$ cat src/common/ooo_cfg.svh
// sizes of the out-of-order core and its register spaces
`ifndef OOO_CFG_SVH
`define OOO_CFG_SVH

// architectural register file
`define ARF_SIZE 32      // visible registers
`define ZERO_REG 31      // hardwired zero, never renamed

// physical register file
`define PRF_SIZE 64      // renamed registers, half of them free after reset

// window structures
`define ROB_SIZE 16      // in-flight operations
`define RS_SIZE 8        // waiting operations

// datapath
`define DATA_WIDTH 64    // operand and result width
`define IMM_WIDTH 16     // zero-extended immediate field

`endif
$ cat src/common/ooo_pkg.sv
// index, function and bus types shared across the rename core
`include "ooo_cfg.svh"

package ooo_pkg;

	typedef logic [$clog2(`ARF_SIZE)-1:0] arn_t;      // architectural register index
	typedef logic [$clog2(`PRF_SIZE)-1:0] prn_t;      // physical register index
	typedef logic [$clog2(`ROB_SIZE)-1:0] rob_idx_t;  // reorder buffer slot
	typedef logic [`DATA_WIDTH-1:0] data_t;           // operand / result

	typedef enum logic [2:0] {
		ALU_ADD = 3'd0,
		ALU_SUB = 3'd1,
		ALU_AND = 3'd2,
		ALU_OR  = 3'd3,
		ALU_XOR = 3'd4,
		ALU_SLL = 3'd5    // shift by opb[5:0]
	} alu_func_t;

	// decoded op as presented at dispatch
	typedef struct packed {
		alu_func_t              alu_func;
		arn_t                   arn_dest;
		arn_t                   arn_opa;
		arn_t                   arn_opb;
		logic                   opb_is_imm;   // take imm instead of arn_opb
		logic [`IMM_WIDTH-1:0]  imm;          // zero extended
	} dispatch_op_t;

	// op after rename, held in the station
	typedef struct packed {
		alu_func_t  alu_func;
		logic       has_dest;
		prn_t       prn_dest;
		prn_t       prn_old;
		rob_idx_t   rob_idx;
		data_t      opa_value;
		logic       opa_ready;
		prn_t       opa_tag;
		data_t      opb_value;
		logic       opb_ready;
		prn_t       opb_tag;
	} renamed_op_t;

	// result bus, single writer
	typedef struct packed {
		logic      valid;
		prn_t      tag;
		rob_idx_t  rob_idx;
		data_t     value;
	} cdb_t;

	// retirement report
	typedef struct packed {
		arn_t   arn_dest;
		logic   wr_en;
		data_t  value;
	} commit_t;

endpackage

$ cat src/rs.sv
// reservation station, compacting queue that issues the oldest ready op
`timescale 1ns/1ns
`include "ooo_cfg.svh"

module rs
	import ooo_pkg::*;
(
	input  logic         clock,
	input  logic         arst_n,
	input  logic         load,         // op accepted at dispatch
	input  renamed_op_t  entry,
	input  cdb_t         cdb,
	output logic         full,
	output logic         issue_valid,
	output renamed_op_t  issue
);

	localparam int RS_IW = $clog2(`RS_SIZE);

	typedef logic [RS_IW-1:0] rs_idx_t;
	typedef logic [RS_IW:0] rs_cnt_t;

	renamed_op_t          entries [`RS_SIZE];   // index 0 is oldest
	renamed_op_t          nxt     [`RS_SIZE];
	rs_cnt_t              count;
	logic [`RS_SIZE-1:0]  ready_vec;
	rs_idx_t              issue_idx;
	rs_idx_t              fill_idx;

	// capture a broadcast for any operand still waiting on its tag
	function automatic renamed_op_t wake(renamed_op_t op, cdb_t bus);
		renamed_op_t w;
		w = op;
		if (bus.valid && !op.opa_ready && (bus.tag == op.opa_tag)) begin
			w.opa_ready = 1'b1;
			w.opa_value = bus.value;
		end
		if (bus.valid && !op.opb_ready && (bus.tag == op.opb_tag)) begin
			w.opb_ready = 1'b1;
			w.opb_value = bus.value;
		end
		return w;
	endfunction

	assign full = count == rs_cnt_t'(`RS_SIZE);

	always_comb begin
		for (int i = 0; i < `RS_SIZE; i++) begin
			ready_vec[i] = (rs_cnt_t'(i) < count) && entries[i].opa_ready
				&& entries[i].opb_ready;
		end
	end

	// lowest index wins, which is the oldest
	always_comb begin
		issue_idx = '0;
		for (int i = `RS_SIZE - 1; i >= 0; i--) begin
			if (ready_vec[i]) begin
				issue_idx = rs_idx_t'(i);
			end
		end
	end

	assign issue_valid = |ready_vec;
	assign issue       = entries[issue_idx];

	// new op lands behind the survivors
	assign fill_idx = count[RS_IW-1:0] - rs_idx_t'(issue_valid);

	////////////////////
	// next contents, wakeup then close the gap of the issued slot
	always_comb begin
		for (int i = 0; i < `RS_SIZE; i++) begin
			nxt[i] = wake(entries[i], cdb);
		end
		if (issue_valid) begin
			for (int i = 0; i < `RS_SIZE - 1; i++) begin
				if (rs_idx_t'(i) >= issue_idx) begin
					nxt[i] = wake(entries[i+1], cdb);   // shift down
				end
			end
		end
		if (load) begin
			nxt[fill_idx] = wake(entry, cdb);   // no wakeup lost at entry
		end
	end

	always_ff @(posedge clock) begin
		for (int i = 0; i < `RS_SIZE; i++) begin
			entries[i] <= nxt[i];
		end
	end

	always_ff @(posedge clock or negedge arst_n) begin
		if (!arst_n) begin
			count <= '0;
		end else if (load && !issue_valid) begin
			count <= count + rs_cnt_t'(1);
		end else if (!load && issue_valid) begin
			count <= count - rs_cnt_t'(1);
		end
	end

	// an issuing op never reads a tag whose producer is only now on the bus
	a_issue_ready: assert property (@(posedge clock) disable iff (!arst_n)
		(issue_valid && cdb.valid && (cdb.tag != prn_t'(`ZERO_REG)))
		|-> (issue.opa_tag != cdb.tag));

endmodule

$ cat config.mk
export PLATFORM = sky130hd
export DESIGN_NAME = rs
export DESIGN_NICKNAME = d
export VERILOG_FILES = /design/src/common/ooo_pkg.sv /design/src/rs.sv
export VERILOG_INCLUDE_DIRS = /design/src /design/src/common
export SDC_FILE = /design/constraint.sdc
export NUM_CORES = 2
export LEC_CHECK = 0
export BUFFER_PORTS_ARGS = -buffer_cell sky130_fd_sc_hd__buf_2
export CORE_UTILIZATION = 45
export DETAILED_ROUTE_END_ITERATION = 10
export GPL_TIMING_DRIVEN = 0
export PLACE_DENSITY_LB_ADDON = 0.2
export SKIP_CTS_REPAIR_TIMING = 1
export SLEW_MARGIN = 20
export SYNTH_ARGS = -nofsm -noshare
export SYNTH_HDL_FRONTEND = slang
export SYNTH_SLANG_ARGS = --single-unit
export TNS_END_PERCENT = 100
$ cat constraint.sdc
create_clock -name clock -period 5 [get_ports clock]
set_input_delay 0 -clock clock [delete_from_list [all_inputs] [get_ports clock]]
set_output_delay 0 -clock clock [all_outputs]
set_load 0.005 [all_outputs]
# Word-level counts from Yosys, hierarchy flattened
# Memory sizes are Yosys's and may differ from the RTL's.
# Index checks and enable logic that the tools add are counted.
# op_classes
n_eq_ne	19
muxes	42
n_reduce_logical	77
addsub	3
bitwise_logic	1
magnitude_cmp	17
# op_table
operator	n
$mux 65	20
$bwmux 1296	1
$mux 1296	1
$mux 162	8
$mux 1134	1
$demux 162 s3	1
$eq 6x6->1	18
$logic_and 1x1->1	55
$mux 3	8
$logic_not 1->1	20
$lt 3x4->1 const A	4
$ge 3x3->1 const A	3
$lt 1x4->1 const A	2
$lt 2x4->1 const A	2
$mux 4	2
$reduce_or 8->1	1
$ge 1x3->1 const A	2
$ge 2x3->1 const A	2
$add 4x1->4 const B	1
$eq 4x4->1 const B	1
$ge 4x4->1 const B	1
$lt 4x1->1 const B	1
$not 3->4	1
$sub 4x1->4 const B	1
2 further kinds	2
# totals
out_inout_bits	164
memories	1
elab_cells	161
in_bits	240
ff_bits	4
ramBits	1296
# mem_list
name	depth	word_bits	read_ports	rd_clocked_by_memory_dff	wr	line	text
entries	8	162	9	0	8	rs.sv:23	renamed_op_t entries [`RS_SIZE];

# Longest topological paths before layout
# depth
ltp_word	16
ltp_mapped	18
ltp_nobuf	13

# Least setup slack after synthesis
# OpenSTA, ideal clock, no wires.
# synth_path
path_type	register to register
from	reg count[0]
to	reg with a tool-made name
path_buffers	5
stages_incl_launch_ff	16
setup_ns	0.418
arrival_time_ns	4.260
period_less_slack_ns	4.678
slack_ns	0.322
required_time_ns	4.582
path_cell_list	dfrtp_1 > ha_1 > o311ai_2 > nand2_2 > nor4b_2 > buf_2 > buf_4 > buf_2 > nand2_1 > ha_1 > ha_1 > xnor2_1 > nand2b_1 > clkbuf_1 > buf_1 > inv_1
# synth_rtl
element	line	text
start, declared	rs.sv:25	rs_cnt_t count;
start signal, assigned	rs.sv:98	count <= count + rs_cnt_t'(1);
start signal, assigned	rs.sv:100	count <= count - rs_cnt_t'(1);

==> impl_metrics.yaml <==
logic_synthesis:
  syn_inst: 8492
  synth-main-ff-cell: "dfxtp_1"
  synth_fp_nets: 8738
  ys_top_cells_by_count: "mux2i_1, dfxtp_1, nand2_1, a21oi_1, nor2_1"
  yosysWarnings: 0
  synth_seq_area_share_pct: 36.5
  synth_edf_count: 32
  yosysMostFrequentCell: "mux2i_1"
  async_reset_ff_share_pct: 0.308
  synth_seq_cells: 1300
  syn-cell-area_um2: 72200
  netlist_top_cells_area: "dfxtp_1, mux2i_1, nand2_1, a21oi_1, nor2_1"
  yosysTopAreaCellShare_pct: 35.0
  synth_top_area_cell: "dfxtp_1"
  ys_types: 63
  postSynthAreaPerCell_um2: 8.50
sta:
  finalMaxSlewViolations: 0
  max_slew.worst_pin.slew_ns: 1.41
  final.min_clock_period_ns: 5.26
  slew_headroom_pct: 5.87
  rsz0062_at_grt: "true"
  timing.fmax_mhz: 190
  finalCritPeriodShare_pct: 105
  hold_ws_ns: 0.0107
  hold_viol: 0
  setup_viol: 26
  skew_ns: 0.0566
  fin_tns_setup_ns: -2.00
  setup_slack_ns: -0.263
drt:
  ant_nets: 0
  drc: 9
  drt-initial-drc-count: 12200
  wire_per_inst_um: 30.9
  drt_pass1_iterations: 11
  avgViaCountPerCell: 6.61
  vias: 76000
  routed_wl_um: 355000
worst_setup_path:
  max_stage_delay_ns: 1.08
  r2r_setup_slack_ns: -0.02
  slowest_stage: "a222oi_1"
  cp.depth: 13
  start_kind: "flop"
  reg2reg_from: "count[1]$_DFFE_PN0P_"
  crit_top_cell: "buf_6"
  crit_arrival_ns: 5.26
  cp_num_buf_inv: 6
  cp.required_ns: 5.00
  rr_endpoint: "entries[4][68]$_DFF_P_"
  path_cells: "inv_1, ha_2, nor2b_1, o211ai_2, o211ai_1, a21oi_1, clkbuf_8, buf_6, buf_6, buf_4, mux2i_1, a222oi_1, buf_2"
  crit_family: "compound AO/OA/AOI/OAI gates"
  crit_type: "flop to output pin"
  r2r_cells: 17
  cp-end-kind: "output pin"
  path_max_fanout: 10
global_routing:
  grt_usage_pct: 41.5
  antenna_found_initial: 47
  grt_pass1_vias: 69500
  grt.met1_usage_pct: 52.6
  met3_usage_pct: 14.0
  grt_pass1_wl_um: 495000
  grt_max_degree: 22
  globalRouteMet2Util_pct: 59.5
  grt.overflow.total: 0
  grt_busiest_layer: "met2"
cells_and_area:
  fillers: 14800
  syn_to_final_growth_pct: 18.2
  drive_gt1_share_pct: 12.0
  final_core_util_pct: 53.8
  nNetsFinal: 9514
outcome:
  violations: "design-rule violations, negative setup slack"
  status: "finished, violations left"
place:
  hpwl_um: 260000
  numPortBuffers: 328
  gp_congestion: 1.01
floorplanning:
  core_um2: 159000
  die_w_um: 403
  io_pins: 404
  start_util_pct: 45.5
  fp-row-count: 146
  die_y_um: 403
  die_area_um2: 162000
worst_hold_path:
  min_path_cells: 4
  hold-path-endpoint: "entries[1][129]$_DFF_P_"
  hold_path_class: "input pin to flop"
  min_from: "cdb[51]"
clocking:
  cts_sinks: 1300
  cts_tree: "done"
  numCtsBuffers: 152
  h-tree-depth: 4
  insertion_delay_ns: 0.85
  clk_path_buf_depth: 3
  cts_root_buf: "clkbuf_16"
  cts.clk_slew.worst_paths_ns: 0.06
run:
  cap_violations: 0
per-stage QoR:
step                      setup slack, ns  instance area [µm²]  instances
after floorplan                     0.322                72200       8492
after global placement              -4.91                76400      10900
after detailed placement            -2.65                77200      10900
after CTS                           -2.74                82000      11200
after global routing               -0.128                85200      11500
final                              -0.263                85300      11500
layout make-up:
cell class	instances	area (µm²)	area share, %
antenna	51	128	0.150
buffer	916	4400	5.16
clock buffer	226	4400	5.16
clock inverter	40	340	0.399
inverter	9	38.8	0.0455
multi-input combinational	6264	42200	49.5
sequential	1300	26400	30.9
tap	2072	2590	3.04
timing repair buffer	625	4850	5.69
worst register-to-register path, cell delays in order (launching register included):
cell      delay (ns)
dfrtp_1         0.46
inv_1           0.16
ha_2            0.28
nor3b_4         0.31
o211ai_4        0.23
nor4b_4         0.38
buf_8           0.22
buf_16          0.25
nand2_2         0.25
ha_4            0.21
ha_2            0.40
nand2_2         0.13
nor3b_1         0.21
buf_4           0.25
clkbuf_4        0.43
buf_16          0.23
clkbuf_2        0.37
a21oi_1         0.13
cell usage in the layout, fill, tap and decap left out, types with 56 or more instances in the layout:
master	Yosys	routed
mux2i_1	1723	1723
nand3_1	211	211
buf_1	65	56
nor2_1	660	653
clkbuf_16	0	154
o22a_1	156	156
or3_1	129	129
buf_4	22	56
a22o_1	145	145
dlygate4sd3_1	0	239
o22ai_1	137	137
clkbuf_2	1	107
a21oi_1	724	722
a31oi_1	129	128
dfxtp_1	1264	1264
o211ai_1	159	159
clkbuf_1	558	449
buf_2	271	582
xor2_1	60	60
a222oi_1	245	245
o21ai_0	478	478
nand2_1	1069	1064
sequential cells by signal, indices dropped and copies added, names as in the netlist, named ones only:
name,count
entries,1264
count,4
routing by layer:
layer	routed length [µm]	part of all wire (%)
met2	148000	42
met5	306	0.086
met3	44100	12
met1	138000	39
met4	24300	6.9
worst max path at each step:
stage / startpoint / to / slack [ns]
final: count[1]$_DFFE_PN0P_ / issue[107] / -0.26
after global routing: count[1]$_DFFE_PN0P_ / issue[70] / -0.13
after CTS: count[1]$_DFFE_PN0P_ / entries[7][127]$_DFF_P_ / -2.74
after detailed placement: count[1]$_DFFE_PN0P_ / entries[7][51]$_DFF_P_ / -2.65
after global placement: count[1]$_DFFE_PN0P_ / entries[5][50]$_DFF_P_ / -4.91
after floorplan: count[0]$_DFFE_PN0P_ / flop / 0.32
cells by family after synthesis:
group / synth area share, %
flops: 36.5
simple gates: 12.5
compound gates: 20.2
fa+ha+maj: 0.104
mux: 23.9
buf+inv: 5.44
xor+xnor: 1.37
Power is not shown: default switching activity piles up to over one toggle a cycle in this logic, so the estimate is an artifact.
