<file path="config.mk">
export PLATFORM = sky130hd
export DESIGN_NAME = alu
export DESIGN_NICKNAME = d
export VERILOG_FILES = /design/src/common/ooo_pkg.sv /design/src/alu.sv
export VERILOG_INCLUDE_DIRS = /design/src /design/src/common
export SDC_FILE = /design/constraint.sdc
export NUM_CORES = 1
export LEC_CHECK = 0
export BUFFER_PORTS_ARGS = -buffer_cell sky130_fd_sc_hd__clkbuf_2
export CAP_MARGIN = 40
export CORE_ASPECT_RATIO = 1.5
export CORE_MARGIN = 4
export CORE_UTILIZATION = 55
export DETAILED_ROUTE_END_ITERATION = 10
export PLACE_DENSITY = 0.9
export SETUP_SLACK_MARGIN = 0.3
export SYNTH_ARGS = -nofsm -noshare
export SYNTH_HDL_FRONTEND = slang
export SYNTH_SLANG_ARGS = --single-unit
</file>
<file path="constraint.sdc">
create_clock -name clock -period 0.8 [get_ports clock]
set_input_delay 0.2 -clock clock [delete_from_list [all_inputs] [get_ports clock]]
set_output_delay 0.2 -clock clock [all_outputs]
set_load 0.03 [all_outputs]
</file>
<file path="src/common/ooo_cfg.svh">
// sizes of the out-of-order core and its register spaces
`ifndef OOO_CFG_SVH
`define OOO_CFG_SVH

// architectural register file
`define ARF_SIZE 32      // visible registers
`define ZERO_REG 31      // hardwired zero, never renamed

// physical register file
`define PRF_SIZE 64      // renamed registers, half of them free after reset

// window structures
`define ROB_SIZE 16      // in-flight operations
`define RS_SIZE 8        // waiting operations

// datapath
`define DATA_WIDTH 64    // operand and result width
`define IMM_WIDTH 16     // zero-extended immediate field

`endif
</file>
<file path="src/common/ooo_pkg.sv">
// index, function and bus types shared across the rename core
`include "ooo_cfg.svh"

package ooo_pkg;

	typedef logic [$clog2(`ARF_SIZE)-1:0] arn_t;      // architectural register index
	typedef logic [$clog2(`PRF_SIZE)-1:0] prn_t;      // physical register index
	typedef logic [$clog2(`ROB_SIZE)-1:0] rob_idx_t;  // reorder buffer slot
	typedef logic [`DATA_WIDTH-1:0] data_t;           // operand / result

	typedef enum logic [2:0] {
		ALU_ADD = 3'd0,
		ALU_SUB = 3'd1,
		ALU_AND = 3'd2,
		ALU_OR  = 3'd3,
		ALU_XOR = 3'd4,
		ALU_SLL = 3'd5    // shift by opb[5:0]
	} alu_func_t;

	// decoded op as presented at dispatch
	typedef struct packed {
		alu_func_t              alu_func;
		arn_t                   arn_dest;
		arn_t                   arn_opa;
		arn_t                   arn_opb;
		logic                   opb_is_imm;   // take imm instead of arn_opb
		logic [`IMM_WIDTH-1:0]  imm;          // zero extended
	} dispatch_op_t;

	// op after rename, held in the station
	typedef struct packed {
		alu_func_t  alu_func;
		logic       has_dest;
		prn_t       prn_dest;
		prn_t       prn_old;
		rob_idx_t   rob_idx;
		data_t      opa_value;
		logic       opa_ready;
		prn_t       opa_tag;
		data_t      opb_value;
		logic       opb_ready;
		prn_t       opb_tag;
	} renamed_op_t;

	// result bus, single writer
	typedef struct packed {
		logic      valid;
		prn_t      tag;
		rob_idx_t  rob_idx;
		data_t     value;
	} cdb_t;

	// retirement report
	typedef struct packed {
		arn_t   arn_dest;
		logic   wr_en;
		data_t  value;
	} commit_t;

endpackage

</file>
<file path="src/alu.sv">
// single-cycle integer alu, registered onto the result bus
`timescale 1ns/1ns

module alu
	import ooo_pkg::*;
(
	input  logic         clock,
	input  logic         arst_n,
	input  logic         issue_valid,
	input  renamed_op_t  issue,
	output cdb_t         cdb
);

	data_t     result;
	logic      valid_q;
	prn_t      tag_q;
	rob_idx_t  rob_idx_q;
	data_t     value_q;

	// opb already holds the immediate when the op had one
	always_comb begin
		case (issue.alu_func)
			ALU_ADD: result = issue.opa_value + issue.opb_value;
			ALU_SUB: result = issue.opa_value - issue.opb_value;
			ALU_AND: result = issue.opa_value & issue.opb_value;
			ALU_OR:  result = issue.opa_value | issue.opb_value;
			ALU_XOR: result = issue.opa_value ^ issue.opb_value;
			ALU_SLL: result = issue.opa_value << issue.opb_value[5:0];
			default: result = '0;   // unused encodings
		endcase
	end

	always_ff @(posedge clock or negedge arst_n) begin
		if (!arst_n) begin
			valid_q <= 1'b0;
		end else begin
			valid_q <= issue_valid;   // one result per cycle at most
		end
	end

	always_ff @(posedge clock) begin
		tag_q     <= issue.prn_dest;
		rob_idx_q <= issue.rob_idx;
		value_q   <= result;
	end

	assign cdb.valid   = valid_q;
	assign cdb.tag     = tag_q;
	assign cdb.rob_idx = rob_idx_q;
	assign cdb.value   = value_q;

endmodule

</file>
==> results.py, run 1 <==
metrics = {
    "run_status": {
        "stop_error": "[ERROR GRT-0116] Global routing finished with congestion. Check the congestion regions in the DRC Viewer.",
        "status": "aborted with a tool error",
        "lastStage": "global routing",
    },
    "clocking": {
        "h-tree-depth": 3,
        "clock-root-buffer": "clkbuf_16",
        "cts_buffer_depth": 2,
        "clock_sinks": 75,
        "cts_made_buffers": 9,
    },
    "synth": {
        "ys_seq_elements": 75,
        "yosys_warnings": 0,
        "synth_edf_count": 0,
        "synth.cell_area_sq_um": 14140,
        "synth-main-ff-cell": "dfxtp_1",
        "synth_cell_type_count": 78,
        "async_flop_share_pct": 1.333,
        "syn_area_per_cell_sq_um": 7.362,
        "synth_fp_nets": 2280,
        "postSynthCellCount": 1921,
        "seq_area_frac_synth_pct": 10.65,
    },
    "global_routing": {
        "grt_pass1_vias": 28660,
        "grt_max_degree": 73,
        "track_usage_pct": 88.38,
        "grt-ovfl-total": 1151,
        "grt_pass1_wl_mm": 197.9,
    },
    "die": {
        "io_pins": 240,
        "rows": 71,
        "die_y_microns": 204.4,
        "die_x_microns": 138.9,
        "initial_core_util_pct": 56.06,
    },
    "place": {
        "gp_congestion": 1.153,
        "detailed_place_hpwl_mm": 57.34,
        "port_buffers": 218,
    },
}
-- cell usage after synthesis (21+ instances only) --
library cell / count / area share [%]
buf_1: 25 / 0.66
xnor2_1: 91 / 5.6
ha_1: 193 / 17
o21ai_0: 154 / 5.4
o221ai_1: 21 / 1.3
a21oi_1: 159 / 5.6
a222oi_1: 28 / 2.0
dfxtp_1: 74 / 10
a31oi_1: 28 / 1.2
inv_1: 157 / 4.2
o211ai_1: 21 / 1.1
mux2i_1: 75 / 5.3
nand4_1: 34 / 1.5
nand3_1: 26 / 0.92
nor3_1: 28 / 0.99
nor2_1: 155 / 4.1
a21o_1: 34 / 1.8
clkbuf_1: 94 / 2.5
mux4_2: 49 / 7.8
a211oi_1: 25 / 1.3
nand2_1: 221 / 5.9
-- per-layer routing --
metal / GRT overflow / global-route usage [%]
met5: 5 / 46.14
met4: 349 / 94.72
met3: 23 / 74.77
met2: 757 / 107.1
met1: 17 / 82.10
-- through the flow --
stage	area (sq um)	setup slack, ps	utilization [%]	std cells
floorplan	14830	-3398	-	1921
global placement	20070	-3624	79.54	2898
detailed placement	20070	-3920	79.54	2898
CTS	23070	-3314	91.45	2980
-- timing repair --
item                                    in CTS
setup buffers                               63
endpoints found under the setup margin     139
endpoints found under the hold margin       12
cloned                                       2
pin swaps                                  149
gates resized for setup                    515
hold buffers                                 1
-- kinds of logic after synthesis --
family / Yosys count / synth area share [%]
xor gates and xnor gates: 108 / 6.742
and+or+nand+nor: 530 / 16.73
AOI/OAI and AO/OA: 587 / 26.77
DFF: 75 / 10.65
adders and majority gates: 194 / 17.22
muxes: 134 / 13.91
buffers and inverters: 293 / 7.980
==> inputs of run 2 (changes only) <==
--- a/config.mk
+++ b/config.mk
@@ -8,12 +8,10 @@
 export LEC_CHECK = 0
 export BUFFER_PORTS_ARGS = -buffer_cell sky130_fd_sc_hd__clkbuf_2
 export CAP_MARGIN = 40
-export CORE_ASPECT_RATIO = 1.5
 export CORE_MARGIN = 4
-export CORE_UTILIZATION = 55
+export CORE_UTILIZATION = 40
 export DETAILED_ROUTE_END_ITERATION = 10
-export PLACE_DENSITY = 0.9
-export SETUP_SLACK_MARGIN = 0.3
+export PLACE_DENSITY_LB_ADDON = 0.15
 export SYNTH_ARGS = -nofsm -noshare
 export SYNTH_HDL_FRONTEND = slang
 export SYNTH_SLANG_ARGS = --single-unit
==> run 2 against run 1 <==
Net effect: the flow now finishes, with violations (negative setup slack); synthesized area unchanged; synthesized cell count unchanged.
==> results.py, run 2 <==
metrics = {
    "timing": {
        "setup_tns_ps": -182180,
        "rsz0062_at_grt": "yes",
        "drv_slew": 0,
        "period_needed_ps": 4095,
        "tightest_slew_ps": 804.3,
        "finalSetupViolations": 139,
        "finalHoldViolations": 0,
        "holdWs_ps": 162.1,
        "slew_headroom_pct": 45.92,
        "finalCritPeriodShare_pct": 511.9,
        "fmax_ghz": 0.2442,
        "fin_ws_ps": -3295,
    },
    "synth": {
        "synthSimpleGateAreaFrac_pct": 16.73,
        "synthTopCellsByArea": "ha_1 (17%), dfxtp_1 (10%), mux4_2 (7.8%)",
        "synth-main-ff-cell": "dfxtp_1",
        "synth_top_family_by_area": "compound AO/OA/AOI/OAI gates",
        "yosysTopAreaCell": "ha_1",
        "post-synth-top-count-cell": "nand2_1",
        "synth_compound_area_share_pct": 26.77,
        "synth_fp_nets": 2280,
        "postSynthCellCount": 1921,
        "async_flop_share_pct": 1.333,
        "synth.cell_area_sq_um": 14140,
        "yosys-top-cells-count": "nand2_1 (221), ha_1 (193), a21oi_1 (159)",
        "synthMuxAreaShare_pct": 13.91,
        "seq_area_frac_synth_pct": 10.65,
        "synthXorXnorAreaFrac_pct": 6.742,
        "syn_area_per_cell_sq_um": 7.362,
        "ys_seq_elements": 75,
        "yosys_warnings": 0,
        "yosysTopAreaCellShare_pct": 17.08,
        "synth_edf_count": 0,
        "synthAdderAreaFrac_pct": 17.22,
        "synth_cell_type_count": 78,
    },
    "clocking": {
        "cts_made_buffers": 9,
        "clk_pin_slew_worst_paths_ps": 80,
        "clock-root-buffer": "clkbuf_16",
        "cts_tree": "done",
        "h-tree-depth": 3,
        "clock_sinks": 75,
        "cts_buffer_depth": 2,
    },
    "setup_path": {
        "cp_data_arrival_time_ps": 4370,
        "cp_max_fo": 3,
        "end_kind": "flip-flop",
        "cp-start-kind": "input pin",
        "crit_required_ps": 1080,
        "worstSetupPathType": "input pin to flip-flop",
    },
    "pwr": {
        "p_sw_w": 0.01340,
        "p_clk_share_pct": 15.5,
        "ir_worst_vdd_uv": 1176,
        "internal_power_w": 0.01707,
        "power_frac_comb_pct": 68.7,
        "power_density_nw_per_um2": 1269,
        "sw_frac_of_total_pct": 43.96,
        "p_total_w": 0.03047,
        "leakagePower_nw": 11.57,
        "power_frac_seq_pct": 15.9,
    },
    "min_path": {
        "hold_class": "input pin to asynchronous set/reset pin",
    },
    "finish": {
        "final_net_count": 3089,
        "largest_reg_flops": 64,
        "drive_gt1_share_pct": 47.61,
        "largestRegisters": "value_q: 64 flops, tag_q: 6 flops, rob_idx_q: 4 flops",
        "layout_commonest_cell": "buf_4",
        "n_antenna_cell": 0,
        "fill_cells": 2801,
        "syn2layout_area_growth_pct": 69.73,
        "layout_common_cells": "buf_4 (614), nand2_1 (208), ha_1 (187), inv_1 (154), nor2_1 (144)",
        "top_register": "value_q",
    },
    "routing": {
        "viasPerCell": 5.854,
        "vias": 18680,
        "drt_iter0_markers": 1657,
        "routedWlPerCell_microns": 22.97,
        "drc": 0,
        "drt_first_pass_iters": 8,
        "drt-total-wl_mm": 73.29,
        "antenna_left": 0,
    },
    "die": {
        "die_area_sq_um": 38430,
        "io_pins": 240,
        "die_y_microns": 196.0,
        "die_x_microns": 196.0,
        "initial_core_util_pct": 40.74,
        "core_area_sq_um": 34710,
        "rows": 68,
    },
    "job": {
        "cap_viol_max_count": 0,
    },
    "global_routing": {
        "grt_max_degree": 62,
        "grt-ovfl-total": 0,
        "grt_pass1_wl_mm": 106.9,
        "track_usage_pct": 35.57,
        "grt_antenna_before_repair": 0,
        "grt_pass1_vias": 18150,
    },
    "place": {
        "post-place-ws_ps": -3942,
        "gp_congestion": 0.9781,
        "detailed_place_hpwl_mm": 54.56,
        "port_buffers": 218,
    },
    "run_status": {
        "status": "finished with violations",
        "violations": "negative setup slack",
    },
}
[run 2: cell counts after synthesis]
Identical to the previous run, type by type.
[run 2: through the flow]
stage / std cells / utilization, % / area (sq um)
after CTS: 3158 / 66.08 / 22940
after detailed placement: 3090 / 58.74 / 20390
after floorplan: 1921 / - / 14550
after global placement: 3089 / 58.68 / 20370
final: 3190 / 69.15 / 24000
after global routing: 3190 / 69.15 / 24000
[run 2: layer usage]
layer / vias up / wire length [microns] / share of wire, % / track usage (%)
met5: - / 0 / 0 / 0
met4: 0 / 2826 / 3.9 / 11.87
met3: 169 / 6087 / 8.3 / 4.894
met2: 947 / 33600 / 46 / 57.88
met1: 8945 / 30770 / 42 / 48.68
li1: 8614 / - / - / -
[run 2: layout make-up]
cell class	count	area [sq um]	share of cell area (%)
multi-input cells	1553	12980	54.09
inverters	159	613.1	2.554
flip-flops and latches	75	1597	6.651
clock buffers	9	225.2	0.9382
well taps	455	569.3	2.372
clock inverters	7	75.07	0.3127
repair buffers	932	7941	33.08
[run 2: logic make-up after synthesis]
family                     Yosys count
AOI/OAI and AO/OA                  587
and+or+nand+nor                    530
buffers and inverters              293
adders and majority gates          194
muxes                              134
xor gates and xnor gates           108
DFF                                 75
[run 2: timing repair]
item / in CTS / in global routing
resized for setup: 441 / 251
gates cloned: 4 / 1
pin swaps: 112 / 129
hold buffers: 12 / 0
buffers inserted: 48 / 36
hold endpoints to repair: 12 / 0
endpoints found under the setup margin: 139 / 139
[run 2: how the worst max path moves through the flow]
stage	end	depth (start not counted)	start	slack, ps
after floorplan	value_q[62]$_DFF_P_	21	issue[7]	-3400
after global placement	value_q[56]$_DFF_P_	18	issue[29]	-3900
after detailed placement	value_q[56]$_DFF_P_	18	issue[29]	-3940
after CTS	value_q[40]$_DFF_P_	19	issue[13]	-3210
after global routing	value_q[56]$_DFF_P_	20	issue[16]	-3400
final	value_q[40]$_DFF_P_	20	issue[10]	-3300
[run 2: power by group through the flow]
stage,clock (W),combinational (W),sequential [W]
global route,0.00483,0.0221,0.00488
floorplan,0,0.00759,0.00565
CTS,0.00473,0.0191,0.00467
finish,0.00471,0.0209,0.00484
detailed placement,0,0.0166,0.00458
global placement,0,0.0165,0.00457
[run 2: worst max-delay path: stages]
cell and delay, ps:
buf_8 100, nor4_4 240, buf_4 160, nand3_4 70, or3_4 410, buf_6 150
o31ai_4 200, xnor2_2 150, ha_1 290, and4_4 220, buf_6 110, and3_4 150
a221o_1 390, o31ai_4 340, o31a_1 340, buf_6 150, o31a_1 180, buf_4 140
o31ai_2 60, a221o_1 330
(Power assumes the default switching activity.)
