`config.mk`:
```
export PLATFORM = sky130hd
export DESIGN_NAME = rob
export DESIGN_NICKNAME = d
export VERILOG_FILES = /design/src/common/ooo_pkg.sv /design/src/rob/rob.sv
export VERILOG_INCLUDE_DIRS = /design/src /design/src/common
export SDC_FILE = /design/constraint.sdc
export NUM_CORES = 1
export LEC_CHECK = 0
export BUFFER_PORTS_ARGS = -buffer_cell sky130_fd_sc_hd__buf_2
export CAP_MARGIN = 25
export CORE_ASPECT_RATIO = 1.4
export CORE_UTILIZATION = 54
export CTS_CLUSTER_SIZE = 30
export DETAILED_ROUTE_END_ITERATION = 10
export GPL_ROUTABILITY_DRIVEN = 0
export MAX_ROUTING_LAYER = met4
export PLACE_DENSITY = 0.78
export RECOVER_POWER = 100
export SYNTH_ARGS = -nofsm -noshare
export SYNTH_HDL_FRONTEND = slang
export SYNTH_SLANG_ARGS = --single-unit
```
`constraint.sdc`:
```
create_clock -name clock -period 3.6 [get_ports clock]
set_input_delay 0.18 -clock clock [delete_from_list [all_inputs] [get_ports clock]]
set_output_delay 0.18 -clock clock [all_outputs]
set_load 0.02 [all_outputs]
```
`src/common/ooo_cfg.svh`:
```
// sizes of the out-of-order core and its register spaces
`ifndef OOO_CFG_SVH
`define OOO_CFG_SVH

// architectural register file
`define ARF_SIZE 32      // visible registers
`define ZERO_REG 31      // hardwired zero, never renamed

// physical register file
`define PRF_SIZE 64      // renamed registers, half of them free after reset

// window structures
`define ROB_SIZE 16      // in-flight operations
`define RS_SIZE 8        // waiting operations

// datapath
`define DATA_WIDTH 64    // operand and result width
`define IMM_WIDTH 16     // zero-extended immediate field

`endif
```
`src/common/ooo_pkg.sv`:
```
// index, function and bus types shared across the rename core
`include "ooo_cfg.svh"

package ooo_pkg;

	typedef logic [$clog2(`ARF_SIZE)-1:0] arn_t;      // architectural register index
	typedef logic [$clog2(`PRF_SIZE)-1:0] prn_t;      // physical register index
	typedef logic [$clog2(`ROB_SIZE)-1:0] rob_idx_t;  // reorder buffer slot
	typedef logic [`DATA_WIDTH-1:0] data_t;           // operand / result

	typedef enum logic [2:0] {
		ALU_ADD = 3'd0,
		ALU_SUB = 3'd1,
		ALU_AND = 3'd2,
		ALU_OR  = 3'd3,
		ALU_XOR = 3'd4,
		ALU_SLL = 3'd5    // shift by opb[5:0]
	} alu_func_t;

	// decoded op as presented at dispatch
	typedef struct packed {
		alu_func_t              alu_func;
		arn_t                   arn_dest;
		arn_t                   arn_opa;
		arn_t                   arn_opb;
		logic                   opb_is_imm;   // take imm instead of arn_opb
		logic [`IMM_WIDTH-1:0]  imm;          // zero extended
	} dispatch_op_t;

	// op after rename, held in the station
	typedef struct packed {
		alu_func_t  alu_func;
		logic       has_dest;
		prn_t       prn_dest;
		prn_t       prn_old;
		rob_idx_t   rob_idx;
		data_t      opa_value;
		logic       opa_ready;
		prn_t       opa_tag;
		data_t      opb_value;
		logic       opb_ready;
		prn_t       opb_tag;
	} renamed_op_t;

	// result bus, single writer
	typedef struct packed {
		logic      valid;
		prn_t      tag;
		rob_idx_t  rob_idx;
		data_t     value;
	} cdb_t;

	// retirement report
	typedef struct packed {
		arn_t   arn_dest;
		logic   wr_en;
		data_t  value;
	} commit_t;

endpackage

```
`src/rob/rob.sv`:
```
// circular reorder buffer with in-order single retirement
`timescale 1ns/1ns
`include "ooo_cfg.svh"

module rob
	import ooo_pkg::*;
(
	input  logic      clock,
	input  logic      arst_n,
	input  logic      alloc,          // op accepted at dispatch
	input  logic      has_dest,
	input  arn_t      arn_dest,
	input  prn_t      prn_dest,
	input  prn_t      prn_old,
	output rob_idx_t  tail_idx,       // slot given to the incoming op
	output logic      full,
	input  cdb_t      cdb,
	output prn_t      head_prn,       // to prf for the commit value
	input  data_t     head_value,
	output logic      retire_en,      // free list release
	output prn_t      release_prn,
	output logic      commit_valid,
	output commit_t   commit
);

	typedef logic [$clog2(`ROB_SIZE):0] rob_cnt_t;

	typedef struct packed {
		arn_t  arn_dest;
		logic  has_dest;
		prn_t  prn_dest;
		prn_t  prn_old;
	} rob_entry_t;

	rob_entry_t           entries [`ROB_SIZE];
	logic [`ROB_SIZE-1:0] done;
	rob_idx_t             head;
	rob_idx_t             tail;
	rob_cnt_t             count;
	logic                 head_ok;

	assign full     = count == rob_cnt_t'(`ROB_SIZE);
	assign tail_idx = tail;

	////////////////////
	// retirement side
	assign head_ok      = (count != '0) && done[head];
	assign head_prn     = entries[head].prn_dest;
	assign commit_valid = head_ok;
	assign retire_en    = head_ok && entries[head].has_dest;   // zero-reg ops free nothing
	assign release_prn  = entries[head].prn_old;

	assign commit.arn_dest = entries[head].arn_dest;
	assign commit.wr_en    = entries[head].has_dest;
	assign commit.value    = entries[head].has_dest ? head_value : '0;

	always_ff @(posedge clock) begin
		if (alloc) begin
			entries[tail] <= '{arn_dest: arn_dest, has_dest: has_dest,
				prn_dest: prn_dest, prn_old: prn_old};
		end
	end

	always_ff @(posedge clock or negedge arst_n) begin
		if (!arst_n) begin
			head  <= '0;
			tail  <= '0;
			count <= '0;
			done  <= '0;
		end else begin
			if (cdb.valid) begin
				done[cdb.rob_idx] <= 1'b1;   // completion from the bus
			end
			if (alloc) begin
				done[tail] <= 1'b0;   // never the slot being completed
				tail       <= tail + rob_idx_t'(1);
			end
			if (head_ok) begin
				head <= head + rob_idx_t'(1);
			end
			if (alloc && !head_ok) begin
				count <= count + rob_cnt_t'(1);
			end else if (head_ok && !alloc) begin
				count <= count - rob_cnt_t'(1);
			end
		end
	end

	// dispatch stall has to cover a full buffer
	a_no_alloc_full: assert property (@(posedge clock) disable iff (!arst_n)
		alloc |-> !full);

endmodule

```
==> After elaboration in Yosys (flattened, before gate mapping) <==
Memory sizes are Yosys's and may differ from the RTL's.
Index checks and enable logic that the tools add are counted.
{ "word_totals": {"memories": 1, "wordCells": 41, "input_bits": 160, "register_bits": 29, "ramBits": 288} }
{ "op_classes": {"eq_ne": 1, "addsub": 4, "reduce_logical": 10, "n_bitwise": 3, "muxes": 13, "n_lt_le_gt_ge": 5} }
{ "memory_table": {"columns": ["memory", "words", "word_bits", "rd", "rd_ports_with_merged_regs", "wr", "line_no", "rtl"], "rows": [
  ["entries", 16, 18, 1, 0, 1, "rob.sv:35", "rob_entry_t entries [`ROB_SIZE];"]
]} }
{ "op_table": {"columns": ["op", "count"], "rows": [
  ["$mux W64", 1],
  ["$mux W16", 2],
  ["$and A16 B16 Y16", 1],
  ["$not A16 Y16", 1],
  ["$or A16 B16 Y16", 1],
  ["$lt A4 B5 Y1 const B", 3],
  ["$mux W5", 2],
  ["$add A4 B1 Y4 const B", 2],
  ["$demux W1 S4", 2],
  ["$ge A4 B1 Y1 const B", 2],
  ["$logic_and A1 B1 Y1", 6],
  ["$add A5 B1 Y5 const B", 1],
  ["$eq A5 B5 Y1 const B", 1],
  ["$mux W1", 5],
  ["$reduce_bool A5 Y1", 1],
  ["$sub A5 B1 Y5 const B", 1],
  ["$bmux W1 S4", 1],
  ["$logic_not A1 Y1", 2],
  ["$reduce_bool A2 Y1", 1]
]} }

==> Longest topological paths before layout <==
{ "depth": {"depth_word": 8, "ltp_mapped": 15, "depth_no_buf": 12} }

==> Worst setup path after synthesis <==
OpenSTA, ideal clock, no wires.
{ "synth_timing": {"path_type": "register to register", "start": "register head[0]", "end": "register count[4]", "arrival_time_ns": 2.928, "slack_ns": 0.592, "path_stages_with_launch": 16, "setup_time_ns": 0.080, "synth_period_minus_slack_ns": 3.008, "cell_sequence": "dfrtp_1 -> buf_4 -> buf_4 -> buf_2 -> nor2_1 -> a22oi_1 -> nand4_1 -> o31a_1 -> ha_1 -> inv_1 -> ha_1 -> nor2b_1 -> o21a_1 -> or3_1 -> a21oi_1 -> xnor2_1"} }
{ "synth_between": {"elab_chain_len": 6, "word_cells_on_any_way": 8, "cone_classes": "mux: 3; reduce/logical: 5"} }
{ "synth_rtl": {"columns": ["item", "line_no", "rtl"], "rows": [
  ["start: declaration", "rob.sv:37", "rob_idx_t head;"],
  ["start signal: assignment", "rob.sv:79", "head <= head + rob_idx_t'(1);"],
  ["$bmux W1 S4 *", "rob.sv:47", "assign head_ok = (count != '0) && done[head];"],
  ["$mux W1 (not written as such) *", "rob.sv:47", null],
  ["$logic_and A1 B1 Y1 *", "rob.sv:47", null],
  ["$logic_not A1 Y1", "rob.sv:81", "if (alloc && !head_ok) begin"],
  ["$logic_and A1 B1 Y1", "rob.sv:81", null],
  ["$mux W5 / $reduce_bool A2 Y1 (equally long branches)", null, null],
  ["end signal: assignment", "rob.sv:82", "count <= count + rob_cnt_t'(1);"],
  ["end signal: assignment", "rob.sv:84", "count <= count - rob_cnt_t'(1);"],
  ["end: declaration", "rob.sv:39", "rob_cnt_t count;"]
]} }
Mark *: on every way between the ends. The rest lies on a longest branch, timed or not. The select of a mux whose other input is x is not followed.
A chain may end at the register's enable or synchronous reset.

==> flow_summary.rst <==
.. list-table::
   :header-rows: 1

   * - Metric
     - Value
   * - Yosys warnings
     - 0
   * - Number of library cell types mapped by synthesis
     - 41
   * - Count of port buffers added during placement
     - 178
   * - Pwr dens
     - 865.3 nW/um^2
   * - Die X-Extent
     - 132.6 um
   * - CP Max Fanout
     - 36
   * - Antenna diode instance count
     - 0
   * - Final worst path period need
     - 3434 ps
   * - Violations in the final reports
     - max-capacitance violations, max-slew violations
   * - Die area
     - 24520 sq um
   * - CTS tree
     - yes
   * - DP Worst Slack
     - 366.6 ps
   * - Slew @ Worst Pin
     - 1835 ps
   * - Wire length of the first global-routing pass
     - 43.50 mm
   * - Result of the run
     - complete, but fails checks
   * - DR vias/cell
     - 6.017
   * - RSZ-0062 raised after global routing
     - no
   * - Cell area after synthesis
     - 12900 sq um
   * - Nets in the synthesized netlist
     - 815
   * - Clk sink count
     - 317
   * - Async S/R FF share, synth
     - 9.148%
   * - Worst r2r dst
     - count[4]$_DFFE_PN0P_
   * - Period Utilization, post-route
     - 95.38%
   * - Initial standard-cell utilization of the core
     - 55.19%
   * - H-tree depth
     - 1
   * - Number of storage elements in the synthesis netlist
     - 317
   * - GRT Overall Usage
     - 25.04%
   * - Synthesized instance count
     - 644
   * - GR Overflow Total
     - 0
   * - Aggregate routed wire length
     - 29.76 mm
   * - Final hold violation count
     - 0
   * - Slew Viols, Final
     - 250
   * - Average routed wire per standard cell
     - 25.11 um
   * - Share of the synthesized area in the top cell type
     - 67.05%
   * - Kind of path behind the tightest hold check
     - in -> reg
   * - EDFF count, synth
     - 288
   * - Maximum vdd ir drop
     - 0.7395 mV
   * - Root cell of the clock tree
     - clkbuf_16
   * - Clock insertion delay at the later pin of the skew report
     - 540 ps
   * - Clock Path Buffers
     - 3
   * - Number of I/O pins
     - 249
   * - Row Count
     - 66
   * - DR DRC count
     - 0
   * - Height of the chip
     - 184.9 um
   * - Number of nets at the end of the flow
     - 1028
   * - Number of cells on the worst hold path
     - 3
   * - Setup repair bufs after CTS
     - 0
   * - Startpoint of the lowest-slack hold path
     - cdb[67]
   * - Seq/Total Area, Yosys
     - 72.67%
   * - Worst reg2reg startpoint
     - head[0]$_DFFE_PN0P_
   * - Worst-case hold path end point
     - done[14]$_DFF_PN0_
   * - Element type at the critical path start
     - flip-flop
   * - Post-synth top flop
     - edfxtp_1
   * - Slew HR
     - -22.35%
   * - Post-detail-place hpwl
     - 16.96 mm
   * - Peak Freq
     - 0.2912 GHz
   * - Core area
     - 23370 sq um
   * - Share of post-route cells with drive strength above 1
     - 31.29%
   * - Clock edge transition at the registers on the reported setup and hold paths
     - 60 ps
   * - Clock skew
     - 12.74 ps
   * - Max-cap violations
     - 12
   * - Count of final setup violators
     - 0
   * - Initial antenna violation count
     - 0
   * - Leakage power summed over all cells
     - 5.261 nW
   * - Area delta synth->final
     - 17.53%
   * - Remaining antenna violation count
     - 0
   * - Mean area per synthesized cell
     - 20.03 sq um
   * - Initial drt markers
     - 777
   * - Largest cells by area after synthesis
     - edfxtp_1, mux4_2, dfrtp_1
   * - Via count
     - 7130
   * - Required time of the critical path
     - 3420 ps
   * - Number of search-and-repair iterations in the first detailed-routing pass
     - 5
   * - Worst reg-to-reg setup slack
     - 300 ps
   * - Final critical-path setup slack
     - 166.2 ps
   * - Vias in the first global route
     - 7314
   * - Critical path data arrival time
     - 3250 ps
   * - Critical path class
     - reg -> out
   * - Element type at the critical path end
     - output pin
   * - Number of cell instances on the worst register-to-register path
     - 12
   * - CTS buffer count
     - 28
   * - Sum of negative setup slack
     - 0 ps
   * - Biggest area consumer among synthesized cells
     - edfxtp_1
   * - Largest net degree at the start of global routing
     - 67
==> worst max-delay path, stage by stage (launching register included) <==
cell and delay [ps]:
dfrtp_4 580, buf_16 310, mux4_2 600, mux4_4 770, and2_0 250, buf_2 170
==> final cells by class <==
type                            instances  area (sq um)
Clock inverter                          8         91.34
Timing Repair Buffer                  214          1084
Clock buffer                           44         823.3
Multi-Input combinational cell        288          3368
Tap cell                              306         382.9
Inverter                                8         30.03
Sequential cell                       317          9380
Fill cell                            1552          8210
==> cell usage after synthesis (all sizes together), types with 4 or more instances <==
cell	instances
edfxtp	288
mux4	90
and2	79
dfrtp	29
nor2	21
buf	17
clkbuf	16
a21oi	14
ha	10
nand2	10
inv	8
mux2i	8
xnor2	7
a31oi	5
nor2b	5
nor3b	5
o21ai	4
==> registers in the layout, summed over array words and instances, names as in the netlist <==
| register | cells |
|---|---|
| entries | 288 |
| count | 5 |
| done | 16 |
| tail_idx | 4 |
| head | 4 |
==> routing by layer <==
metal	GRT usage (%)	vias up	share of wire (%)
li1	-	3007	-
met1	33.27	3741	38
met2	41.09	340	52
met3	3.366	42	7.8
met4	7.172	0	1.8
met5	-	-	0
==> cell usage in the layout, fill, tap and decap left out, types with 7 or more instances in the layout <==
master	count
dfrtp_1	26
mux2i_1	8
buf_2	105
ha_1	10
nor2_1	21
clkbuf_2	30
clkbuf_1	74
clkbuf_16	30
xnor2_1	7
nand2_1	10
edfxtp_1	288
mux4_2	91
and2_1	35
dlygate4sd3_1	11
a21oi_1	14
and2_0	44
inv_1	7
==> repair_timing <==
action,4_1_cts,5_1_grt
hold buffers,11,0
hold endpoints to repair,144,0
endpoints found under the setup margin,65,65
resized for setup,1,1
pin swaps,0,0
gates cloned,1,2
==> where the power goes <==
part | leakage (nW) | internal, W | switching [W]
Combinational | 1.87 | 0.00221 | 0.00309
Clock | 0.445 | 0.00171 | 0.00125
Sequential | 2.94 | 0.00454 | 0.000308
==> how the worst max path moves through the flow <==
stage               depth (start not counted)                  from                   end  slack, ps
global route                               12  count[0]$_DFFE_PN0P_  count[4]$_DFFE_PN0P_         50
CTS                                         5   head[0]$_DFFE_PN0P_            commit[55]         50
global placement                           12   head[0]$_DFFE_PN0P_  count[4]$_DFFE_PN0P_        460
floorplan                                  15   head[0]$_DFFE_PN0P_  count[4]$_DFFE_PN0P_        590
detailed placement                         12   head[0]$_DFFE_PN0P_  count[4]$_DFFE_PN0P_        370
finish                                      5   head[0]$_DFFE_PN0P_            commit[55]        170
==> cells by family after synthesis <==
group           count (synthesis)  synth area share [%]
simple gates                  136                 6.082
compound gates                 30                 1.416
buf+inv                        41                 1.581
fa+ha+maj                      11                 1.125
xor+xnor                        9                0.6112
mux                           100                 16.51
flops                         317                 72.67
==> metrics by stage <==
step	cell area, sq um	utilization, %	total power, W	instances	hold slack (ps)
floorplan	12900	-	0.008662	644	-115.6
global placement	14210	60.81	0.009952	1119	223.3
detailed placement	14210	60.81	0.01016	1119	242.6
CTS	15280	65.37	0.01321	1183	0.004607
global route	15160	64.87	0.01371	1185	16.16
finish	15160	64.87	0.01312	1185	22.08
Note: power is estimated with default switching activity, not from simulation.
