File: src/common/ooo_cfg.svh
// sizes of the out-of-order core and its register spaces
`ifndef OOO_CFG_SVH
`define OOO_CFG_SVH

// architectural register file
`define ARF_SIZE 32      // visible registers
`define ZERO_REG 31      // hardwired zero, never renamed

// physical register file
`define PRF_SIZE 64      // renamed registers, half of them free after reset

// window structures
`define ROB_SIZE 16      // in-flight operations
`define RS_SIZE 8        // waiting operations

// datapath
`define DATA_WIDTH 64    // operand and result width
`define IMM_WIDTH 16     // zero-extended immediate field

`endif
File: src/common/ooo_pkg.sv
// index, function and bus types shared across the rename core
`include "ooo_cfg.svh"

package ooo_pkg;

	typedef logic [$clog2(`ARF_SIZE)-1:0] arn_t;      // architectural register index
	typedef logic [$clog2(`PRF_SIZE)-1:0] prn_t;      // physical register index
	typedef logic [$clog2(`ROB_SIZE)-1:0] rob_idx_t;  // reorder buffer slot
	typedef logic [`DATA_WIDTH-1:0] data_t;           // operand / result

	typedef enum logic [2:0] {
		ALU_ADD = 3'd0,
		ALU_SUB = 3'd1,
		ALU_AND = 3'd2,
		ALU_OR  = 3'd3,
		ALU_XOR = 3'd4,
		ALU_SLL = 3'd5    // shift by opb[5:0]
	} alu_func_t;

	// decoded op as presented at dispatch
	typedef struct packed {
		alu_func_t              alu_func;
		arn_t                   arn_dest;
		arn_t                   arn_opa;
		arn_t                   arn_opb;
		logic                   opb_is_imm;   // take imm instead of arn_opb
		logic [`IMM_WIDTH-1:0]  imm;          // zero extended
	} dispatch_op_t;

	// op after rename, held in the station
	typedef struct packed {
		alu_func_t  alu_func;
		logic       has_dest;
		prn_t       prn_dest;
		prn_t       prn_old;
		rob_idx_t   rob_idx;
		data_t      opa_value;
		logic       opa_ready;
		prn_t       opa_tag;
		data_t      opb_value;
		logic       opb_ready;
		prn_t       opb_tag;
	} renamed_op_t;

	// result bus, single writer
	typedef struct packed {
		logic      valid;
		prn_t      tag;
		rob_idx_t  rob_idx;
		data_t     value;
	} cdb_t;

	// retirement report
	typedef struct packed {
		arn_t   arn_dest;
		logic   wr_en;
		data_t  value;
	} commit_t;

endpackage

File: src/rename/rename_map.sv
// speculative map table from architectural to physical registers
`timescale 1ns/1ns
`include "ooo_cfg.svh"

module rename_map
	import ooo_pkg::*;
(
	input  logic          clock,
	input  logic          arst_n,
	input  logic          rename_en,   // op accepted this cycle
	input  dispatch_op_t  op,
	input  prn_t          new_prn,     // from the free list
	output prn_t          prn_opa,
	output prn_t          prn_opb,
	output prn_t          prn_old,     // mapping being replaced, freed at retire
	output logic          has_dest
);

	prn_t map_table [`ARF_SIZE];   // arn -> prn

	// the zero register keeps its identity mapping forever
	assign has_dest = op.arn_dest != arn_t'(`ZERO_REG);

	// lookups see the table before this op's own update
	assign prn_opa = map_table[op.arn_opa];
	assign prn_opb = map_table[op.arn_opb];
	assign prn_old = map_table[op.arn_dest];   // also the zero reg's prn when no dest

	always_ff @(posedge clock or negedge arst_n) begin
		if (!arst_n) begin
			for (int i = 0; i < `ARF_SIZE; i++) begin
				map_table[i] <= prn_t'(i);   // identity after reset
			end
		end else if (rename_en && has_dest) begin
			map_table[op.arn_dest] <= new_prn;   // visible from next cycle
		end
	end

endmodule

File: config.mk
export PLATFORM = sky130hd
export DESIGN_NAME = rename_map
export DESIGN_NICKNAME = d
export VERILOG_FILES = /design/src/common/ooo_pkg.sv /design/src/rename/rename_map.sv
export VERILOG_INCLUDE_DIRS = /design/src /design/src/common
export SDC_FILE = /design/constraint.sdc
export NUM_CORES = 1
export LEC_CHECK = 0
export BUFFER_PORTS_ARGS = -buffer_cell sky130_fd_sc_hd__buf_2
export CAP_MARGIN = 20
export CORE_MARGIN = 2
export CORE_UTILIZATION = 43
export DETAILED_ROUTE_END_ITERATION = 7
export HOLD_SLACK_MARGIN = 0.02
export PLACE_DENSITY = 0.6
export SLEW_MARGIN = 10
export SYNTH_ARGS = -nofsm -noshare
export SYNTH_HDL_FRONTEND = slang
export SYNTH_SLANG_ARGS = --single-unit
File: constraint.sdc
create_clock -name clock -period 4.37 [get_ports clock]
set_input_delay 0.2185 -clock clock [delete_from_list [all_inputs] [get_ports clock]]
set_output_delay 0.2185 -clock clock [all_outputs]
set_load 0.02 [all_outputs]
# Yosys cells after proc, flatten, opt, wreduce, memory -nomap -nowiden
# Index checks and enable logic that the tools add are counted.
# word_totals
word_cells,54
regBits,192
latch_bits,0
mem_bits_rw,0
memories,0
rom_bits,0
# op_classes
bitwise,3
mul,0
n_mux,12
n_lt_le_gt_ge,4
add_sub_neg,0
div_mod_pow,0
n_eq_ne,1
shift,0
n_reduce_logical,2
# ops
op,count
$bwmux 192,1
$bmux 6 s5,3
$mux 6,7
$demux 6 s5,1
$ge 6x6->1 const B,3
$not 5->6,3
$lt 6x1->1 const B,1
$ne 5x5->1 const B,1
$logic_and 1x1->1,2

# Depth between registers and ports, before layout
# Gate-level depths: netlist of run 1.
# depth
word_depth,6
mapped_depth,6
depth_no_buf,3

# Worst setup path after synthesis of run 1
# OpenSTA, ideal clock, no wires.
# synth_timing
path_type,in2out
start,in op[24] (netlist name)
end,out prn_opa[5]
arrival_time_ns,1.997
setup_slack_ns,2.155
stages,5
n_path_buf,2
required_ns,4.152
cell_sequence,clkbuf_1 buf_1 mux4_2 mux4_2 mux2_2
# synth_between
elab_chain_len,4
# synth_lines
element,line,source
start: declaration,rename_map.sv:11,"input dispatch_op_t op,"
$not 5->6 (implied by the code),rename_map.sv:25,assign prn_opa = map_table[op.arn_opa];
$bmux 6 s5,rename_map.sv:25,
$mux 6 (implied by the code) (2 in a row),rename_map.sv:25,
end: declaration,rename_map.sv:13,"output prn_t prn_opa,"
# Every way passes these cells. The select of a mux whose other input is x is not followed.

# Worst setup path in the final report of run 1
# layout_timing
start,in op[23] (netlist name)
end,out prn_opa[2]
# Same word-level chain as after synthesis.

==> results of run 1 <==
-- critical path, cell delays in order --
cell    delay, ns
buf_4        0.71
mux4_1       0.67
mux4_2       0.55
mux2_2       0.36
buf_2        0.18
-- power groups by stage --
| stage | logic [mW] | registers [mW] | clock network, mW |
|---|---|---|---|
| floorplan | 1.14 | 2.44 | 0 |
| global placement | 1.42 | 2.54 | 0 |
| detailed placement | 1.46 | 2.57 | 0 |
| CTS | 1.47 | 2.54 | 1.67 |
| global route | 1.55 | 2.61 | 1.74 |
| finish | 1.47 | 2.55 | 1.64 |
-- cell families (layout without fill, tap and decap cells) --
logic type	count (synthesis)	after routing	share of synthesized area, %
AOI/OAI and AO/OA	24	24	1.52
buffers and inverters	69	90	2.98
other	0	4	0
muxes	366	366	51.3
DFF	192	192	41.4
and+or+nand+nor	58	58	2.72
-- final timing paths --
path,from,to,cells past startpoint
setup / recovery,op[23],prn_opa[2],5
hold / removal,map_table[2],map_table[2],0
setup reg to reg,map_table[107],map_table[107],1
hold reg to reg,map_table[2],map_table[2],0
max in group asynchronous,arst_n,map_table[94],3
min in group asynchronous,arst_n,map_table[112],2
-- stage by stage --
step / hold WS [ns] / total power, mW / area (sq um)
after floorplan: -0.0771 / 3.58 / 11800
after global placement: 0.370 / 3.96 / 12200
after detailed placement: 0.373 / 4.03 / 12200
after CTS: 0.384 / 5.68 / 12900
after global routing: 0.389 / 5.90 / 12900
final: 0.382 / 5.66 / 12900
-- Yosys cell counts --
master           n
mux2_2         198
mux4_2         148
dfrtp_1        112
dfstp_2         80
clkbuf_1        41
a22oi_1         24
nor2_1          23
buf_2           14
mux4_1          10
mux4_4          10
nand2_1          8
nand4_1          6
nand3b_1         5
buf_8            4
and3b_1          3
buf_1            3
nand3_1          3
nor3b_2          3
or3b_2           3
buf_6            2
clkbuf_2         2
dlygate4sd1_1    2
and3_1           1
buf_4            1
nor3_1           1
nor3b_1          1
or3_1            1
-- metal layers --
layer  global-route usage [%]  up-vias
li1                         -     2935
met1                     33.5     3920
met2                     38.6      325
met3                     4.67       76
met4                     12.4        0
met5                        0        -
-- cell type report --
cell class              count  share of cell area, %
flip-flops and latches    192                   38.0
multi-input cells         448                   51.0
clock buffers              23                   3.79
repair buffers             58                   2.86
well taps                 341                   3.31
diodes                      4                 0.0776
clock inverters             9                  0.931
==> reports/metrics.csv, run 1 <==
metric;value;unit
normalized max-slew margin;27.3;%
outcome;complete, no violations;
CP Capture Type;output pin;
synthesized net count;753;
top flop regs;map_table (192);
worst hold path type;flop to flop;
Nets;761;
setup TNS;0;ns
worst vdd ir;283;uV
fill count;2267;
synthesized area;11800;sq um
DR pass1 iterations;5;
Power Density;439;nW/um^2
die area;28900;sq um
Worst EP required;4.15;ns
vias;7256;
Sink Count;192;
crit path max fanout;45;
sw frac;28.7;%
register area;4900;sq um
DR WL/cell;31.5;microns
Post-Synthesis Cells;709;
Comb pwr share;26.0;%
global-route wire length before repair;51.3;mm
Int Power;4.03;mW
worst-case clock skew;0;ns
Initial Util;43.8;%
max reg flops;192;
Setup Buffers After CTS;0;
met2 routed wirelength;16.4;mm
Antenna Nets Post-Route;0;
Distinct cells, synth;27;
Rows;60;
pins over their slew limit;0;
Remaining DRCs;0;
post-synth top area share;28.2;%
Most flops, register;map_table;
Metal-1 WL;13.6;mm
Fin. Hold Viols;0;
Top Layer Used;met4;
largest net degree at the start of global routing;115;
post-DR vias/cell;6.75;
Top-Level Pins;63;
Die Span Y;170;microns
Slew @ Worst Pin;1.09;ns
Worst R2R Setup Slack;3.54;ns
clock network power share;28.9;%
RSZ-0062 raised after global routing;no;
top cells by area, synth;mux4_2, dfrtp_1, mux2_2, dfstp_2, mux4_1;
area leader, netlist;mux4_2;
commonest non-fill, non-tap cell in the layout;mux2_2;
post-layout util;47.7;%
Area Growth Syn to Fin;8.98;%
post_cts resized;0;
GRT Util Overall;24.8;%
pre-CTS setup slack;1.37;ns
sequential fraction of design power;45.1;%
Finished Layout Cells;1075;
Setup-failing EPs final;0;
Critical Path AT;2.74;ns
Multi-input gate area;6580;sq um
fraction of the cycle the final worst path needs;67.8;%
DR iter-0 viols;700;
H-tree depth;4;
Syn. warnings;0;
most frequent cells in the layout;mux2_2, mux4_2, dfrtp_1;
antenna violations before repair;4;
Core Box Area;27000;sq um
hold_buf cts;1;
RePlAce Congestion;0.936;
layout cells sized above 1;72.3;%
TritonCTS buffer count;17;
port bufs;42;
Max-Cap Viols;0;
Post-Route WL;33.9;mm
Tmin final;2.96;ns
Met3 Routed Length;2.22;mm
CTS tree;yes;
Fmax;0.338;GHz
WS Path Type;primary input to output pin;
dpl hpwl;22.2;mm
Reg clk slew, reported paths;0.07;ns
startpoint types;primary input;
Seq/Total Area, Yosys;41.4;%
P_leak;5.05;nW
vias in the first global route;7739;
root buffer selected by CTS;clkbuf_16;
insertion delay to the later sink of the worst-skew pair;0.43;ns
P_sw;1.62;mW
post-synthesis average cell area;16.7;sq um
grt ovf;0;
synthesized flop and latch total;192;
CTS max path bufs;2;
setup ws final;1.41;ns
placed insts;1037;
die width;170;microns
Note: power is estimated with default switching activity, not from simulation.
==> run 2, diff against run 1 <==
--- a/config.mk
+++ b/config.mk
@@ -12,7 +12,7 @@
 export CORE_UTILIZATION = 43
 export DETAILED_ROUTE_END_ITERATION = 7
 export HOLD_SLACK_MARGIN = 0.02
-export PLACE_DENSITY = 0.6
+export PLACE_DENSITY = 0.63
 export SLEW_MARGIN = 10
 export SYNTH_ARGS = -nofsm -noshare
 export SYNTH_HDL_FRONTEND = slang
==> constraint.sdc (replaced) <==
create_clock -name clock -period 2.7 [get_ports clock]
set_input_delay 0.135 -clock clock [delete_from_list [all_inputs] [get_ports clock]]
set_output_delay 0.135 -clock clock [all_outputs]
set_load 0.02 [all_outputs]
==> run 2 against run 1 <==
  * Sequential cell count is the same
  * Total power grew 64%
  * Non-clock buffer count grew 37
  * Clock-buffer cell count shrank 5
  * Clock skew is the same
  * Clock power grew 67%
  * Sequential power grew 62%
  * Die area is the same
  * Global-route usage grew 0.24 points
  * Hold slack lost 0.058 ns
  * Critical path depth shrank 1
  * Sequential share of layout area shrank 1.2 points
  * Highest routed layer unchanged
==> reports/metrics.csv, run 2 (synthesized netlist as in run 1, its figures left out) <==
metric;value;unit;change
die area;28900;sq um;unchanged
setup ws final;0.146;ns;-1.26 ns
most frequent cells in the layout;mux2_2, mux4_2, dfrtp_1;;
Multi-input gate area;6580;sq um;unchanged
antenna violations before repair;3;;-1
WP buf/inv;1;;-1
Remaining DRCs;0;;unchanged
pins over their slew limit;0;;unchanged
Nets;798;;+4.9%
Initial Util;43.8;%;unchanged
Antenna Nets Post-Route;0;;unchanged
DR WL/cell;30.9;microns;-1.9%
Slew @ Worst Pin;0.931;ns;-0.155 ns
Fmax;0.392;GHz;
GRT Util Overall;25.0;%;+0.24 points
Area Growth Syn to Fin;12.4;%;
Tmin final;2.55;ns;
Core Box Area;27000;sq um;unchanged
worst-case clock skew;0;ns;unchanged
grt ovf;0;;unchanged
TritonCTS buffer count;17;;unchanged
Die Span Y;170;microns;unchanged
worst hold path type;primary input to asynchronous set/reset pin;;
top flop regs;map_table (192);;
largest net degree at the start of global routing;80;;-30%
P_leak;5.29;nW;+4.8%
global-route wire length before repair;52.0;mm;+1.5%
Critical Path AT;2.42;ns;-0.32 ns
layout cells sized above 1;74.1;%;+1.7 points
vias in the first global route;7945;;+2.7%
CP peak stage delay;0.59;ns;-0.12 ns
setup TNS;0;ns;unchanged
RePlAce Congestion;0.889;;-5.0%
fraction of the cycle the final worst path needs;94.6;%;
post-DR vias/cell;6.73;;-0.29%
Post-Route WL;34.3;mm;+1.4%
normalized max-slew margin;37.7;%;+10 points
pre-CTS setup slack;0.328;ns;-1.04 ns
DR pass1 iterations;5;;unchanged
Top-Level Pins;63;;unchanged
startpoint types;flop;;
DR iter-0 viols;716;;+2.3%
final instance area;13300;sq um;+3.1%
vias;7477;;+3.0%
Setup-failing EPs final;0;;unchanged
insertion delay to the later sink of the worst-skew pair;0.43;ns;about the same
cell family with most CP delay;multiplexers;;
slowest CP cell;mux4_4;;
die width;170;microns;unchanged
WS Path Type;flop to output pin;;
Power Density;698;nW/um^2;+59%
CTS tree;yes;;
worst vdd ir;503;uV;+78%
Worst Reg-to-Reg Cells;1;;unchanged
Max-Cap Viols;0;;unchanged
Sink Count;192;;unchanged
Fin. Hold Viols;0;;unchanged
RSZ-0062 raised after global routing;no;;
Most flops, register;map_table;;
port bufs;42;;unchanged
CTS max path bufs;2;;unchanged
outcome;complete, no violations;;
reg-to-reg endpoint;map_table[191];;
root buffer selected by CTS;clkbuf_16;;
DP Area;12600;sq um;+3.3%
worst flop-to-flop path startpoint;map_table[191];;
dpl hpwl;23.6;mm;+6.1%
H-tree depth;4;;unchanged
Worst R2R Setup Slack;1.88;ns;-1.66 ns
commonest non-fill, non-tap cell in the layout;mux2_2;;
crit path max fanout;4;;-91%
fill count;2229;;-1.7%
Rows;60;;unchanged
post-layout util;49.2;%;+1.5 points
Worst EP required;2.57;ns;-1.58 ns
register area;4900;sq um;unchanged
Reg clk slew, reported paths;0.08;ns;about the same
CP Capture Type;output pin;;
max reg flops;192;;unchanged
cells along the critical path;mux4_4 -> mux4_2 -> mux2_2 -> buf_2;;
worst hold margin;0.323;ns;-0.0582 ns
## run 2: cell count changes in the layout (fill, tap and decap cells not counted), moves of 2 or more
cell / before / now
clkinv_4: 1 / 4
inv_6: 4 / 2
clkbuf_8: 3 / 1
buf_4: 17 / 45
inv_8: 1 / 4
clkbuf_1: 3 / 0
buf_12: 0 / 10
## run 2: metal layers
layer  vias up  global-route usage (%)  part of all wire (%)
met5         -                       0                     0
met4         0                    11.8                   4.5
met3        89                    5.28                   7.3
met2       379                    40.0                    49
met1      4001                    33.0                    39
li1       3008                       -                     -
## run 2: timing repair
item | in CTS | in global routing
buffers inserted | 0 | 0
resized for setup | 0 | 0
hold buffers | 1 | 0
endpoints found under the hold margin | 49 | 0
## run 2: through the flow
stage	instances	power (mW)
floorplan	709	5.79
global placement	1075	6.44
detailed placement	1075	6.57
CTS	1108	9.33
global route	1110	9.66
finish	1111	9.29
## run 2: layout make-up
class | instances | share of cell area (%)
multi-input combinational | 448 | 49.5
antenna | 3 | 0.0564
tap | 341 | 3.21
clock buffer | 18 | 3.30
sequential | 192 | 36.9
timing repair buffer | 95 | 5.63
clock inverter | 14 | 1.47
## run 2: worst max-delay path by stage
| stage | startpoint | endpoint | slack (ns) | cells after the start |
|---|---|---|---|---|
| floorplan | op[24] | prn_opa[5] | 0.65 | 5 |
| global placement | op[18] | prn_opb[4] | 0.35 | 6 |
| detailed placement | op[27] | map_table[109] | 0.33 | 4 |
| CTS | map_table[182] | prn_opa[2] | 0.12 | 4 |
| global route | map_table[182] | prn_opa[2] | 0.10 | 4 |
| finish | map_table[132] | prn_opa[0] | 0.15 | 4 |
## run 2: power by group
| part | internal (mW) | switching (mW) | total, mW | leakage [nW] |
|---|---|---|---|---|
| Combinational | 1.48 | 0.931 | 2.41 | 2.71 |
| Clock | 1.52 | 1.22 | 2.74 | 0.309 |
| Sequential | 3.59 | 0.548 | 4.14 | 2.27 |
